--- src/logic/adma_pkg.sv ---
package adma_pkg;

  ////////////////////////////////////////////////////////////////////////////
  // Bus and descriptor types
  ////////////////////////////////////////////////////////////////////////////

  // System memory byte address
  typedef logic [31:0] addr_t;

  // One AXI read data beat
  typedef logic [31:0] word_t;

  // One ADMA2 descriptor line, low word first in memory
  typedef logic [63:0] desc_t;

  // Field positions inside desc_t
  localparam int VALID_BIT = 0;
  localparam int END_BIT   = 1;
  localparam int ACT_LSB   = 4;
  localparam int LEN_LSB   = 16;
  localparam int ADDR_LSB  = 32;

  // Action codes, bits 5..4 of the line
  localparam logic [1:0] ACT_NOP  = 2'b00;
  localparam logic [1:0] ACT_TRAN = 2'b10;
  localparam logic [1:0] ACT_LINK = 2'b11;

  ////////////////////////////////////////////////////////////////////////////
  // Stepping and burst constants
  ////////////////////////////////////////////////////////////////////////////

  // Next descriptor line sits 8 bytes further on
  localparam logic [31:0] DESC_STEP = 32'd8;

  // Longest read burst and its address step
  localparam logic [4:0]  BURST_WORDS = 5'd16;
  localparam logic [31:0] BURST_BYTES = 32'd64;

  // Word count width, a zero length gives 16384 words
  localparam int LEN_W = 15;

  // Descriptor machine states
  typedef enum logic [1:0] {
    st_stop,
    st_fds,
    st_cadr,
    st_tfr
  } adma_state_t;

endpackage

--- src/logic/adma_desc_regs.sv ---
module adma_desc_regs (
  input  logic             clock,
  input  logic             reset,
  input  adma_pkg::addr_t  descriptor_base,
  input  logic             load_base,
  input  logic             step_pointer,
  input  logic             link_pointer,
  input  adma_pkg::word_t  desc_beat,
  input  logic             desc_beat_valid,
  input  logic             set_complete,
  input  logic             set_invalid,
  input  logic             int_clear,
  output adma_pkg::addr_t  pointer,
  output adma_pkg::desc_t  desc,
  output logic [1:0]       interrupts
);

  import adma_pkg::*;

  ////////////////////////////////////////////////////////////////////////////
  // Descriptor table pointer
  ////////////////////////////////////////////////////////////////////////////

  // Only one command arrives per cycle from the machine
  always_ff @(posedge clock) begin
    if (load_base) begin
      pointer <= descriptor_base;
    end else if (link_pointer) begin
      // Jump to the table named by the link line
      pointer <= desc[ADDR_LSB +: 32];
    end else if (step_pointer) begin
      pointer <= pointer + DESC_STEP;
    end
  end

  ////////////////////////////////////////////////////////////////////////////
  // Current descriptor line
  ////////////////////////////////////////////////////////////////////////////

  // Beats shift in from the top, so after two beats
  // the first one sits in 31..0 and the second in 63..32
  always_ff @(posedge clock) begin
    if (desc_beat_valid) begin
      desc <= {desc_beat, desc[63:32]};
    end
  end

  ////////////////////////////////////////////////////////////////////////////
  // Sticky interrupt status
  ////////////////////////////////////////////////////////////////////////////

  // Bit 0 transfer complete, bit 1 invalid descriptor
  always_ff @(posedge clock) begin
    if (!reset) begin
      interrupts <= 2'b00;
    end else if (int_clear) begin
      // Clear wins over a set in the same cycle
      interrupts <= 2'b00;
    end else begin
      if (set_complete) begin
        interrupts[0] <= 1'b1;
      end
      if (set_invalid) begin
        interrupts[1] <= 1'b1;
      end
    end
  end

endmodule

--- src/logic/adma_fsm.sv ---
module adma_fsm (
  input  logic                        clock,
  input  logic                        reset,
  input  logic                        dma_enable,
  input  logic                        data_present,
  input  logic                        cmd_complete,
  input  adma_pkg::addr_t             pointer,
  input  adma_pkg::desc_t             desc,
  input  logic                        req_done,
  output logic                        active,
  output logic                        req_start,
  output adma_pkg::addr_t             req_addr,
  output logic [adma_pkg::LEN_W-1:0]  req_words,
  output logic                        req_is_desc,
  output logic                        load_base,
  output logic                        step_pointer,
  output logic                        link_pointer,
  output logic                        set_complete,
  output logic                        set_invalid
);

  import adma_pkg::*;

  adma_state_t        state;
  adma_state_t        state_next;
  logic               start_cond;
  logic               issue;
  logic [1:0]         action;
  logic               desc_end;
  logic [15:0]        desc_len;
  logic [LEN_W-1:0]   tran_words;

  assign start_cond = dma_enable & data_present & cmd_complete;

  // Fields of the line held in the register block
  assign action   = desc[ACT_LSB +: 2];
  assign desc_end = desc[END_BIT];
  assign desc_len = desc[LEN_LSB +: 16];

  // Byte length to words, zero stands for 65536 bytes
  assign tran_words = (desc_len == 16'd0) ? LEN_W'(16384) : LEN_W'(desc_len[15:2]);

  assign active = (state != st_stop);

  ////////////////////////////////////////////////////////////////////////////
  // Read request to the engine
  ////////////////////////////////////////////////////////////////////////////

  // Request fields follow the state, the pointer has already settled
  // by the time the registered start pulse goes out
  assign req_is_desc = (state == st_fds);
  assign req_addr    = req_is_desc ? pointer : desc[ADDR_LSB +: 32];
  assign req_words   = req_is_desc ? LEN_W'(2) : tran_words;

  ////////////////////////////////////////////////////////////////////////////
  // Next state and command pulses
  ////////////////////////////////////////////////////////////////////////////

  always_comb begin
    state_next   = state;
    issue        = 1'b0;
    load_base    = 1'b0;
    step_pointer = 1'b0;
    link_pointer = 1'b0;
    set_complete = 1'b0;
    set_invalid  = 1'b0;
    case (state)
      st_stop: begin
        if (start_cond) begin
          load_base  = 1'b1;
          issue      = 1'b1;
          state_next = st_fds;
        end
      end
      st_fds: begin
        if (req_done) begin
          if (!desc[VALID_BIT]) begin
            set_invalid = 1'b1;
            state_next  = st_stop;
          end else begin
            state_next = st_cadr;
          end
        end
      end
      st_cadr: begin
        // Always one cycle here
        if (action == ACT_LINK) begin
          link_pointer = 1'b1;
        end else begin
          step_pointer = 1'b1;
        end
        if (action == ACT_TRAN) begin
          issue      = 1'b1;
          state_next = st_tfr;
        end else if (desc_end && (action == ACT_NOP || action == ACT_LINK)) begin
          set_complete = 1'b1;
          state_next   = st_stop;
        end else begin
          issue      = 1'b1;
          state_next = st_fds;
        end
      end
      st_tfr: begin
        if (req_done) begin
          if (desc_end) begin
            set_complete = 1'b1;
            state_next   = st_stop;
          end else begin
            issue      = 1'b1;
            state_next = st_fds;
          end
        end
      end
      default: state_next = st_stop;
    endcase
  end

  always_ff @(posedge clock) begin
    if (!reset) begin
      state     <= st_stop;
      req_start <= 1'b0;
    end else begin
      state     <= state_next;
      // Pulse on the first cycle of the new fetch or transfer
      req_start <= issue;
    end
  end

endmodule

--- src/logic/adma_read_engine.sv ---
module adma_read_engine (
  input  logic                        clock,
  input  logic                        reset,
  input  logic                        req_start,
  input  adma_pkg::addr_t             req_addr,
  input  logic [adma_pkg::LEN_W-1:0]  req_words,
  input  logic                        req_is_desc,
  input  logic                        ar_ready,
  input  logic                        r_valid,
  input  adma_pkg::word_t             r_data,
  input  logic                        r_last,
  output logic                        ar_valid,
  output adma_pkg::addr_t             ar_addr,
  output logic [7:0]                  ar_len,
  output logic                        r_ready,
  output adma_pkg::word_t             desc_beat,
  output logic                        desc_beat_valid,
  output adma_pkg::word_t             card_data,
  output logic                        card_write,
  output logic                        req_done
);

  import adma_pkg::*;

  addr_t             burst_addr;
  logic [LEN_W-1:0]  words_left;
  logic [4:0]        burst_words;
  logic              is_desc;
  logic              beat;

  // Smaller of a full burst and what is left
  assign burst_words = (words_left >= LEN_W'(BURST_WORDS)) ? BURST_WORDS
                                                           : words_left[4:0];

  // Both come from registers that only move outside the address phase
  assign ar_addr = burst_addr;
  assign ar_len  = {3'b000, burst_words - 5'd1};

  ////////////////////////////////////////////////////////////////////////////
  // Beat routing
  ////////////////////////////////////////////////////////////////////////////

  assign beat = r_valid & r_ready;

  assign desc_beat       = r_data;
  assign desc_beat_valid = beat & is_desc;
  assign card_data       = r_data;
  assign card_write      = beat & ~is_desc;

  ////////////////////////////////////////////////////////////////////////////
  // Burst sequencing, one burst in flight
  ////////////////////////////////////////////////////////////////////////////

  always_ff @(posedge clock) begin
    if (req_start) begin
      burst_addr <= req_addr;
      is_desc    <= req_is_desc;
    end else if (ar_valid && ar_ready) begin
      burst_addr <= burst_addr + BURST_BYTES;
    end
  end

  always_ff @(posedge clock) begin
    if (!reset) begin
      ar_valid   <= 1'b0;
      r_ready    <= 1'b0;
      req_done   <= 1'b0;
      words_left <= '0;
    end else begin
      req_done <= 1'b0;
      if (req_start) begin
        words_left <= req_words;
        // Nothing to read closes the request straight away
        ar_valid   <= (req_words != '0);
        req_done   <= (req_words == '0);
      end else if (ar_valid && ar_ready) begin
        ar_valid <= 1'b0;
        r_ready  <= 1'b1;
      end else if (beat) begin
        words_left <= words_left - LEN_W'(1);
        if (r_last) begin
          r_ready <= 1'b0;
          if (words_left == LEN_W'(1)) begin
            req_done <= 1'b1;
          end else begin
            ar_valid <= 1'b1;
          end
        end
      end
    end
  end

endmodule

--- src/logic/adma_top.sv ---
module adma_top (
  input  logic             clock,
  input  logic             reset,
  input  logic             dma_enable,
  input  logic             data_present,
  input  logic             cmd_complete,
  input  logic             int_clear,
  input  adma_pkg::addr_t  descriptor_base,
  input  logic             ar_ready,
  input  logic             r_valid,
  input  adma_pkg::word_t  r_data,
  input  logic             r_last,
  output logic [1:0]       interrupts,
  output logic             active,
  output adma_pkg::word_t  card_data,
  output logic             card_write,
  output logic             ar_valid,
  output adma_pkg::addr_t  ar_addr,
  output logic [7:0]       ar_len,
  output logic             r_ready
);

  import adma_pkg::*;

  // Machine to read engine
  logic              req_start;
  addr_t             req_addr;
  logic [LEN_W-1:0]  req_words;
  logic              req_is_desc;
  logic              req_done;
  word_t             desc_beat;
  logic              desc_beat_valid;

  // Machine to register block
  logic              load_base;
  logic              step_pointer;
  logic              link_pointer;
  logic              set_complete;
  logic              set_invalid;
  addr_t             pointer;
  desc_t             desc;

  adma_desc_regs u_desc_regs (
    .clock           (clock),
    .reset           (reset),
    .descriptor_base (descriptor_base),
    .load_base       (load_base),
    .step_pointer    (step_pointer),
    .link_pointer    (link_pointer),
    .desc_beat       (desc_beat),
    .desc_beat_valid (desc_beat_valid),
    .set_complete    (set_complete),
    .set_invalid     (set_invalid),
    .int_clear       (int_clear),
    .pointer         (pointer),
    .desc            (desc),
    .interrupts      (interrupts)
  );

  adma_fsm u_fsm (
    .clock        (clock),
    .reset        (reset),
    .dma_enable   (dma_enable),
    .data_present (data_present),
    .cmd_complete (cmd_complete),
    .pointer      (pointer),
    .desc         (desc),
    .req_done     (req_done),
    .active       (active),
    .req_start    (req_start),
    .req_addr     (req_addr),
    .req_words    (req_words),
    .req_is_desc  (req_is_desc),
    .load_base    (load_base),
    .step_pointer (step_pointer),
    .link_pointer (link_pointer),
    .set_complete (set_complete),
    .set_invalid  (set_invalid)
  );

  adma_read_engine u_read_engine (
    .clock           (clock),
    .reset           (reset),
    .req_start       (req_start),
    .req_addr        (req_addr),
    .req_words       (req_words),
    .req_is_desc     (req_is_desc),
    .ar_ready        (ar_ready),
    .r_valid         (r_valid),
    .r_data          (r_data),
    .r_last          (r_last),
    .ar_valid        (ar_valid),
    .ar_addr         (ar_addr),
    .ar_len          (ar_len),
    .r_ready         (r_ready),
    .desc_beat       (desc_beat),
    .desc_beat_valid (desc_beat_valid),
    .card_data       (card_data),
    .card_write      (card_write),
    .req_done        (req_done)
  );

endmodule

--- config.mk ---
export PLATFORM = sky130hd
export DESIGN_NAME = adma_top
export DESIGN_NICKNAME = d
export VERILOG_FILES = /design/src/logic/adma_pkg.sv /design/src/logic/adma_desc_regs.sv /design/src/logic/adma_fsm.sv /design/src/logic/adma_read_engine.sv /design/src/logic/adma_top.sv
export SDC_FILE = /design/constraint.sdc
export NUM_CORES = 1
export LEC_CHECK = 0
export ABC_AREA = 1
export BUFFER_PORTS_ARGS = -buffer_cell sky130_fd_sc_hd__buf_2
export CORE_UTILIZATION = 36
export DETAILED_ROUTE_END_ITERATION = 16
export MAX_ROUTING_LAYER = met4
export PLACE_DENSITY = 0.57
export SETUP_SLACK_MARGIN = 0.1
export SLEW_MARGIN = 20
export SYNTH_ARGS = -nofsm -noshare
export SYNTH_HDL_FRONTEND = slang
export SYNTH_SLANG_ARGS = --single-unit
--- constraint.sdc ---
create_clock -name clock -period 3.9 [get_ports clock]
set_input_delay 0.39 -clock clock [delete_from_list [all_inputs] [get_ports clock]]
set_output_delay 0.39 -clock clock [all_outputs]
set_load 0.01 [all_outputs]
======== Yosys cells after proc, flatten, opt, wreduce, memory -nomap -nowiden ========
Cells that the tools add are included.
storage, ports and cells
  logic and storage cells ................. 109
  input port bits ......................... 73
  register bits ........................... 152
  output and inout bits ................... 78
cells by class
  multiplexer cells ....................... 52
  bitwise logic cells ..................... 8
  $add $sub $neg .......................... 4
  order comparisons ....................... 1
  eq/ne operators ......................... 11
  reduce and logical (&&, ||, !) cells .... 21
operator list
  operator                 count
  $mux W32                 6
  $mux W15                 5
  $add A32 B4 Y32 const B  1
  $add A32 B7 Y32 const B  1
  $mux W1                  32
  $logic_not A16 Y1        1
  $eq A15 B1 Y1 const B    1
  $ge A15 B5 Y1 const B    1
  $logic_not A15 Y1        1
  $reduce_bool A15 Y1      1
  $sub A15 B1 Y15 const B  1
  $mux W2                  5
  $reduce_bool A2 Y1       5
  $reduce_and A3 Y1        3
  $reduce_bool A3 Y1       3
  $eq A2 B2 Y1 const B     4
  $pmux W2 S4              1
  $ne A2 B1 Y1 const B     3
  $and A1 B1 Y1            5
  $mux W5                  1
  $sub A5 B1 Y5 const B    1
  $logic_not A2 Y1         2
  $ne A3 B2 Y1 const B     1
  $not A1 Y1               3
  8 further kinds          9

======== Depth between registers and ports, before layout ========
  word-level depth ........................ 6
  depth in mapped cells ................... 11
  gate-level depth less buffers ........... 11

======== Cells and area by module ========
Synthesis repeated with hierarchy kept, for this count alone.
second synthesis, totals
  cells, all modules ...................... 1,163
  area, all modules ....................... 9,272.6 um^2
by module, submodules not included
  module            area each (um^2)  cells an instance  sequential area each (um^2)  instances
  adma_desc_regs    4,481.8           433                2,922.8                      1
  adma_read_engine  3,883.7           542                1,351.3                      1
  adma_fsm          907.1             188                60.1                         1

======== Worst setup path after synthesis ========
Ideal clock, no wire load.
  kind .................................... register to register
  from .................................... register u_read_engine.r_ready
  to ...................................... register u_desc_regs.desc[0], enable pin
  clock period less this slack ............ 3,163 ps
  buffers on the path ..................... 0
  slack ................................... 737 ps
  library setup time ...................... 462 ps
  cell stages (with the launch flop) ...... 3
  arrival ................................. 2,701 ps
  data required time ...................... 3,438 ps
  path through ............................ dfxtp_1 > nand2_1 > nor2_1
between the ends
  longest elaborated chain between the ends .. 2
ends and longest elaborated chain
  what                      line                    source
  start: declaration        adma_read_engine.sv:15  output logic r_ready,
  start signal: assignment  adma_read_engine.sv:66  r_ready <= 1'b0;
  start signal: assignment  adma_read_engine.sv:78  r_ready <= 1'b1;
  start signal: assignment  adma_read_engine.sv:82  r_ready <= 1'b0;
  $and A1 B1 Y1             adma_read_engine.sv:43  assign beat = r_valid & r_ready;
  $and A1 B1 Y1             adma_read_engine.sv:46  assign desc_beat_valid = beat & is_desc;
  via desc_beat_valid       adma_top.sv:32          logic desc_beat_valid;
  end signal: assignment    adma_desc_regs.sv:44    desc <= {desc_beat, desc[63:32]};
  end: declaration          adma_desc_regs.sv:14    output adma_pkg::desc_t desc,
The timed path passes the listed nets, and every way through them passes these cells.
A chain may end at the register's enable or synchronous reset.

======== Worst setup path in the final report ========
  from .................................... register u_read_engine.words_left[8]
  to ...................................... output ar_len[4]
between the ends
  longest elaborated chain between the ends .. 3
ends and longest elaborated chain
  what                      line                    source
  start: declaration        adma_read_engine.sv:26  logic [LEN_W-1:0] words_left;
  start signal: assignment  adma_read_engine.sv:72  words_left <= req_words;
  start signal: assignment  adma_read_engine.sv:80  words_left <= words_left - LEN_W'(1);
  $ge A15 B5 Y1             adma_read_engine.sv:32  assign burst_words = (words_left >= LEN_W'(BURST_WORDS)) ? BURST_WORDS
  $mux W5                   adma_read_engine.sv:32
  $sub A5 B1 Y5             adma_read_engine.sv:37  assign ar_len = {3'b000, burst_words - 5'd1};
  end: declaration          adma_top.sv:19          output logic [7:0] ar_len,
Every way passes these cells.

==> results.toml <==
[synthesis]
synth.top_cells.by_area = "edfxtp_1 (43%), nand2_1 (10%), o21ai_0 (6.0%)"
async_flop_share_pct = 0
synth_largest_area_cell = "edfxtp_1"
synth_edf_count = 117
ys_seq_elements = 140
synth_area_mm2 = 0.008132
yosysUniqueCellTypes = 52
avgSynthCellArea_um2 = 8.181
ys_warn_count = 0
yosysSeqAreaShare_pct = 48.87
synth_ff_type = "edfxtp_1"
synth_cells = 994
synth.top_cell.area_share_pct = 43.21

[global_routing]
grt_max_degree = 57
grt_usage_pct = 20.73
antenna_found_initial = 0
grt_pass1_vias = 6669
grt-ovfl-total = 0
grt_pass1_wl_um = 36100

[die]
rows = 54
die-area_mm2 = 0.02319
initial_core_util_pct = 37.03
fp.dieW_um = 152.3
coreArea_mm2 = 0.02196
dieHeight_um = 152.3
io-pin-count = 151

[power]
p_comb_share_pct = 12.2
power.share.switching_pct = 26.36
switchingPower_uw = 1025
leakagePower_uw = 0.003985
p_clk_share_pct = 43.0
internal-power_uw = 2863
ir_drop_uv = 290.5
power_density_mw_per_mm2 = 409.8
sequentialPowerShare_pct = 44.8

[finish]
diodes = 0
stdcell_count = 1396
syn2layout_area_growth_pct = 16.66
final_area_mm2 = 0.009487
drive_above_1_share_pct = 20.61
num-fill-cells = 2165
final_nets = 1183

[run]
cap_viol_max_count = 0

[clock_tree]
postCtsHoldBufs = 0
post_cts_buffers = 0
numCtsBuffers = 17
cts_tree = "yes"
clock_latency_ps = 420
cts_buffer_depth = 2
cts_htree_levels = 4
root_buffer = "clkbuf_16"
cts_sinks = 140
clk_pin_slew_ps = 60
cts_resized = 0

[drt]
wl_um = 22990
wl_per_cell_um = 16.47
ant_nets = 0
drtIter0Drc = 581
vias = 7077
drc = 6
vias_per_cell = 5.069
dr.pass1.iters = 12

[status]
violations = "DRC"
status = "finished with violations"

[timing]
tightest_slew_ps = 724.5
hold_violations = 0
fin_setup_tns_ps = 0
maxSlewViolCount = 0
rsz0062_at_grt = "false"
period_share_pct = 69.21
finClkSkew_ps = 10.03
fin_crit_ps = 2699
setup_viol = 0
max_freq_mhz = 370.5
max_slew_margin_pct = 51.65

[placed_design]
io_buffers = 147
place_inst = 1364
dpl.hpwl_um = 16890
globalplace.congestion = 0.8822
dpl_cell_area_mm2 = 0.008889

[setup_path]
path_max_fanout = 5
critPathArrivalTime_ps = 2310
required_ps = 3510
critical_path_class = "register to output pin"
endpoint_kind = "output pin"
start_kind = "register"

[hold_path]
worstHoldPathType = "input port to register"
metrics by stage:
step / power, µW / hold slack [ps] / utilization (%) / setup WS, ps
after detailed placement: 2248 / 433.8 / 40.48 / 1637
after CTS: 3912 / 138.3 / 43.20 / 1188
after floorplan: 2088 / 426.4 / - / 737.1
after global routing: 4044 / 141.6 / 43.20 / 996.4
after global placement: 2245 / 432.0 / 40.48 / 1694
final: 3888 / 156.5 / 43.20 / 1201
power groups by stage:
stage               registers, µW  clock network, µW  logic [µW]
finish                       1740               1670         476
global route                 1750               1760         538
CTS                          1740               1690         478
detailed placement           1770                  0         476
global placement             1770                  0         473
floorplan                    1760                  0         323
cell families (layout without fill, tap and decap cells):
kind of cell | Yosys count | after routing | synth area share (%)
AO/OA/AOI/OAI | 203 | 203 | 13.43
adder cells (fa/ha/maj) | 7 | 7 | 1.077
other | 1 | 3 | 0.04612
buffers and inverters | 177 | 297 | 10.19
XOR/XNOR | 12 | 12 | 1.293
flip-flops | 140 | 140 | 48.87
AND/OR/NAND/NOR | 454 | 454 | 25.10
flip-flops by register name (all words and copies together), names as in the netlist, 2 cells and up:
| name | flops |
|---|---|
| u_desc_regs.desc | 52 |
| u_desc_regs.pointer | 32 |
| u_fsm.state | 2 |
| u_desc_regs.interrupts | 2 |
| u_read_engine.words_left | 15 |
| u_read_engine.ar_addr | 32 |
Yosys cell counts (2+ instances only):
library cell and instances:
a31oi_1 6, o22ai_1 13, nor3_1 20, clkinv_2 2, nor2_2 3, edfxtp_1 117, inv_2 3, o21ai_0 97
nand3b_1 6, buf_2 17, ha_1 7, nand3_1 50, buf_1 3, inv_1 103, nor2_4 6, o21ai_1 7
o211ai_1 3, nand2_1 223, buf_4 37, nand4_1 15, dfxtp_1 23, xor2_1 9, a21oi_1 65, a211oi_1 2
xnor2_1 3, nand3_2 2, nand2_2 7, or2_2 5, nor3_2 3, clkbuf_1 11, nor2_1 105
worst max-delay path, stage by stage, from the launching register on:
cell and delay, ps:
dfxtp_1 330, nor2_1 270, nand3_1 180, nor3_1 160, nand3_1 150, inv_1 140
nand2_1 80, ha_1 200, inv_1 60, o21ai_0 70, o21ai_0 70, inv_1 50
buf_2 130
final cells by class:
cell class / instances / area, µm² / share of cell area [%]
Clock inverter: 14 / 168.9 / 1.781
Timing Repair Buffer: 157 / 810.8 / 8.547
Inverter: 108 / 407.9 / 4.300
Clock buffer: 18 / 429.2 / 4.524
Multi-Input combinational cell: 679 / 3344 / 35.25
Tap cell: 280 / 350.3 / 3.693
Sequential cell: 140 / 3975 / 41.90
path summary, 6_finish.rpt:
path / startpoint / end / slack (ps) / cells after the start
setup / recovery: u_read_engine.words_left[8] / ar_len[4] / 1200 / 12
hold / removal: r_data[12] / u_desc_regs.desc[44] / 160 / 1
setup reg to reg: u_fsm.state[0] / u_desc_regs.pointer[17] / 1690 / 8
hold reg to reg: u_desc_regs.desc[49] / u_desc_regs.desc[17] / 450 / 0
layout by cell type (no fill, tap or decap), types with 6 or more instances in the layout:
| cell | count |
|---|---|
| nand2_1 | 223 |
| buf_2 | 147 |
| edfxtp_1 | 117 |
| nor2_1 | 104 |
| inv_1 | 103 |
| o21ai_0 | 97 |
| a21oi_1 | 65 |
| nand3_1 | 50 |
| dfxtp_1 | 22 |
| nor3_1 | 20 |
| clkbuf_16 | 17 |
| nand4_1 | 15 |
| o22ai_1 | 13 |
| buf_4 | 10 |
| xor2_1 | 9 |
| nand2_2 | 7 |
| nor2_4 | 7 |
| o21ai_1 | 7 |
| ha_1 | 7 |
| nand3b_1 | 6 |
| a31oi_1 | 6 |
per-layer routing:
| layer | GRT usage [%] | vias up | wire length (µm) |
|---|---|---|---|
| met5 | - | - | 0 |
| met4 | 7.677 | 0 | 487 |
| met3 | 2.929 | 29 | 1506 |
| met2 | 30.41 | 276 | 10020 |
| met1 | 28.97 | 3233 | 10980 |
| li1 | - | 3539 | - |
(Power assumes the default switching activity.)
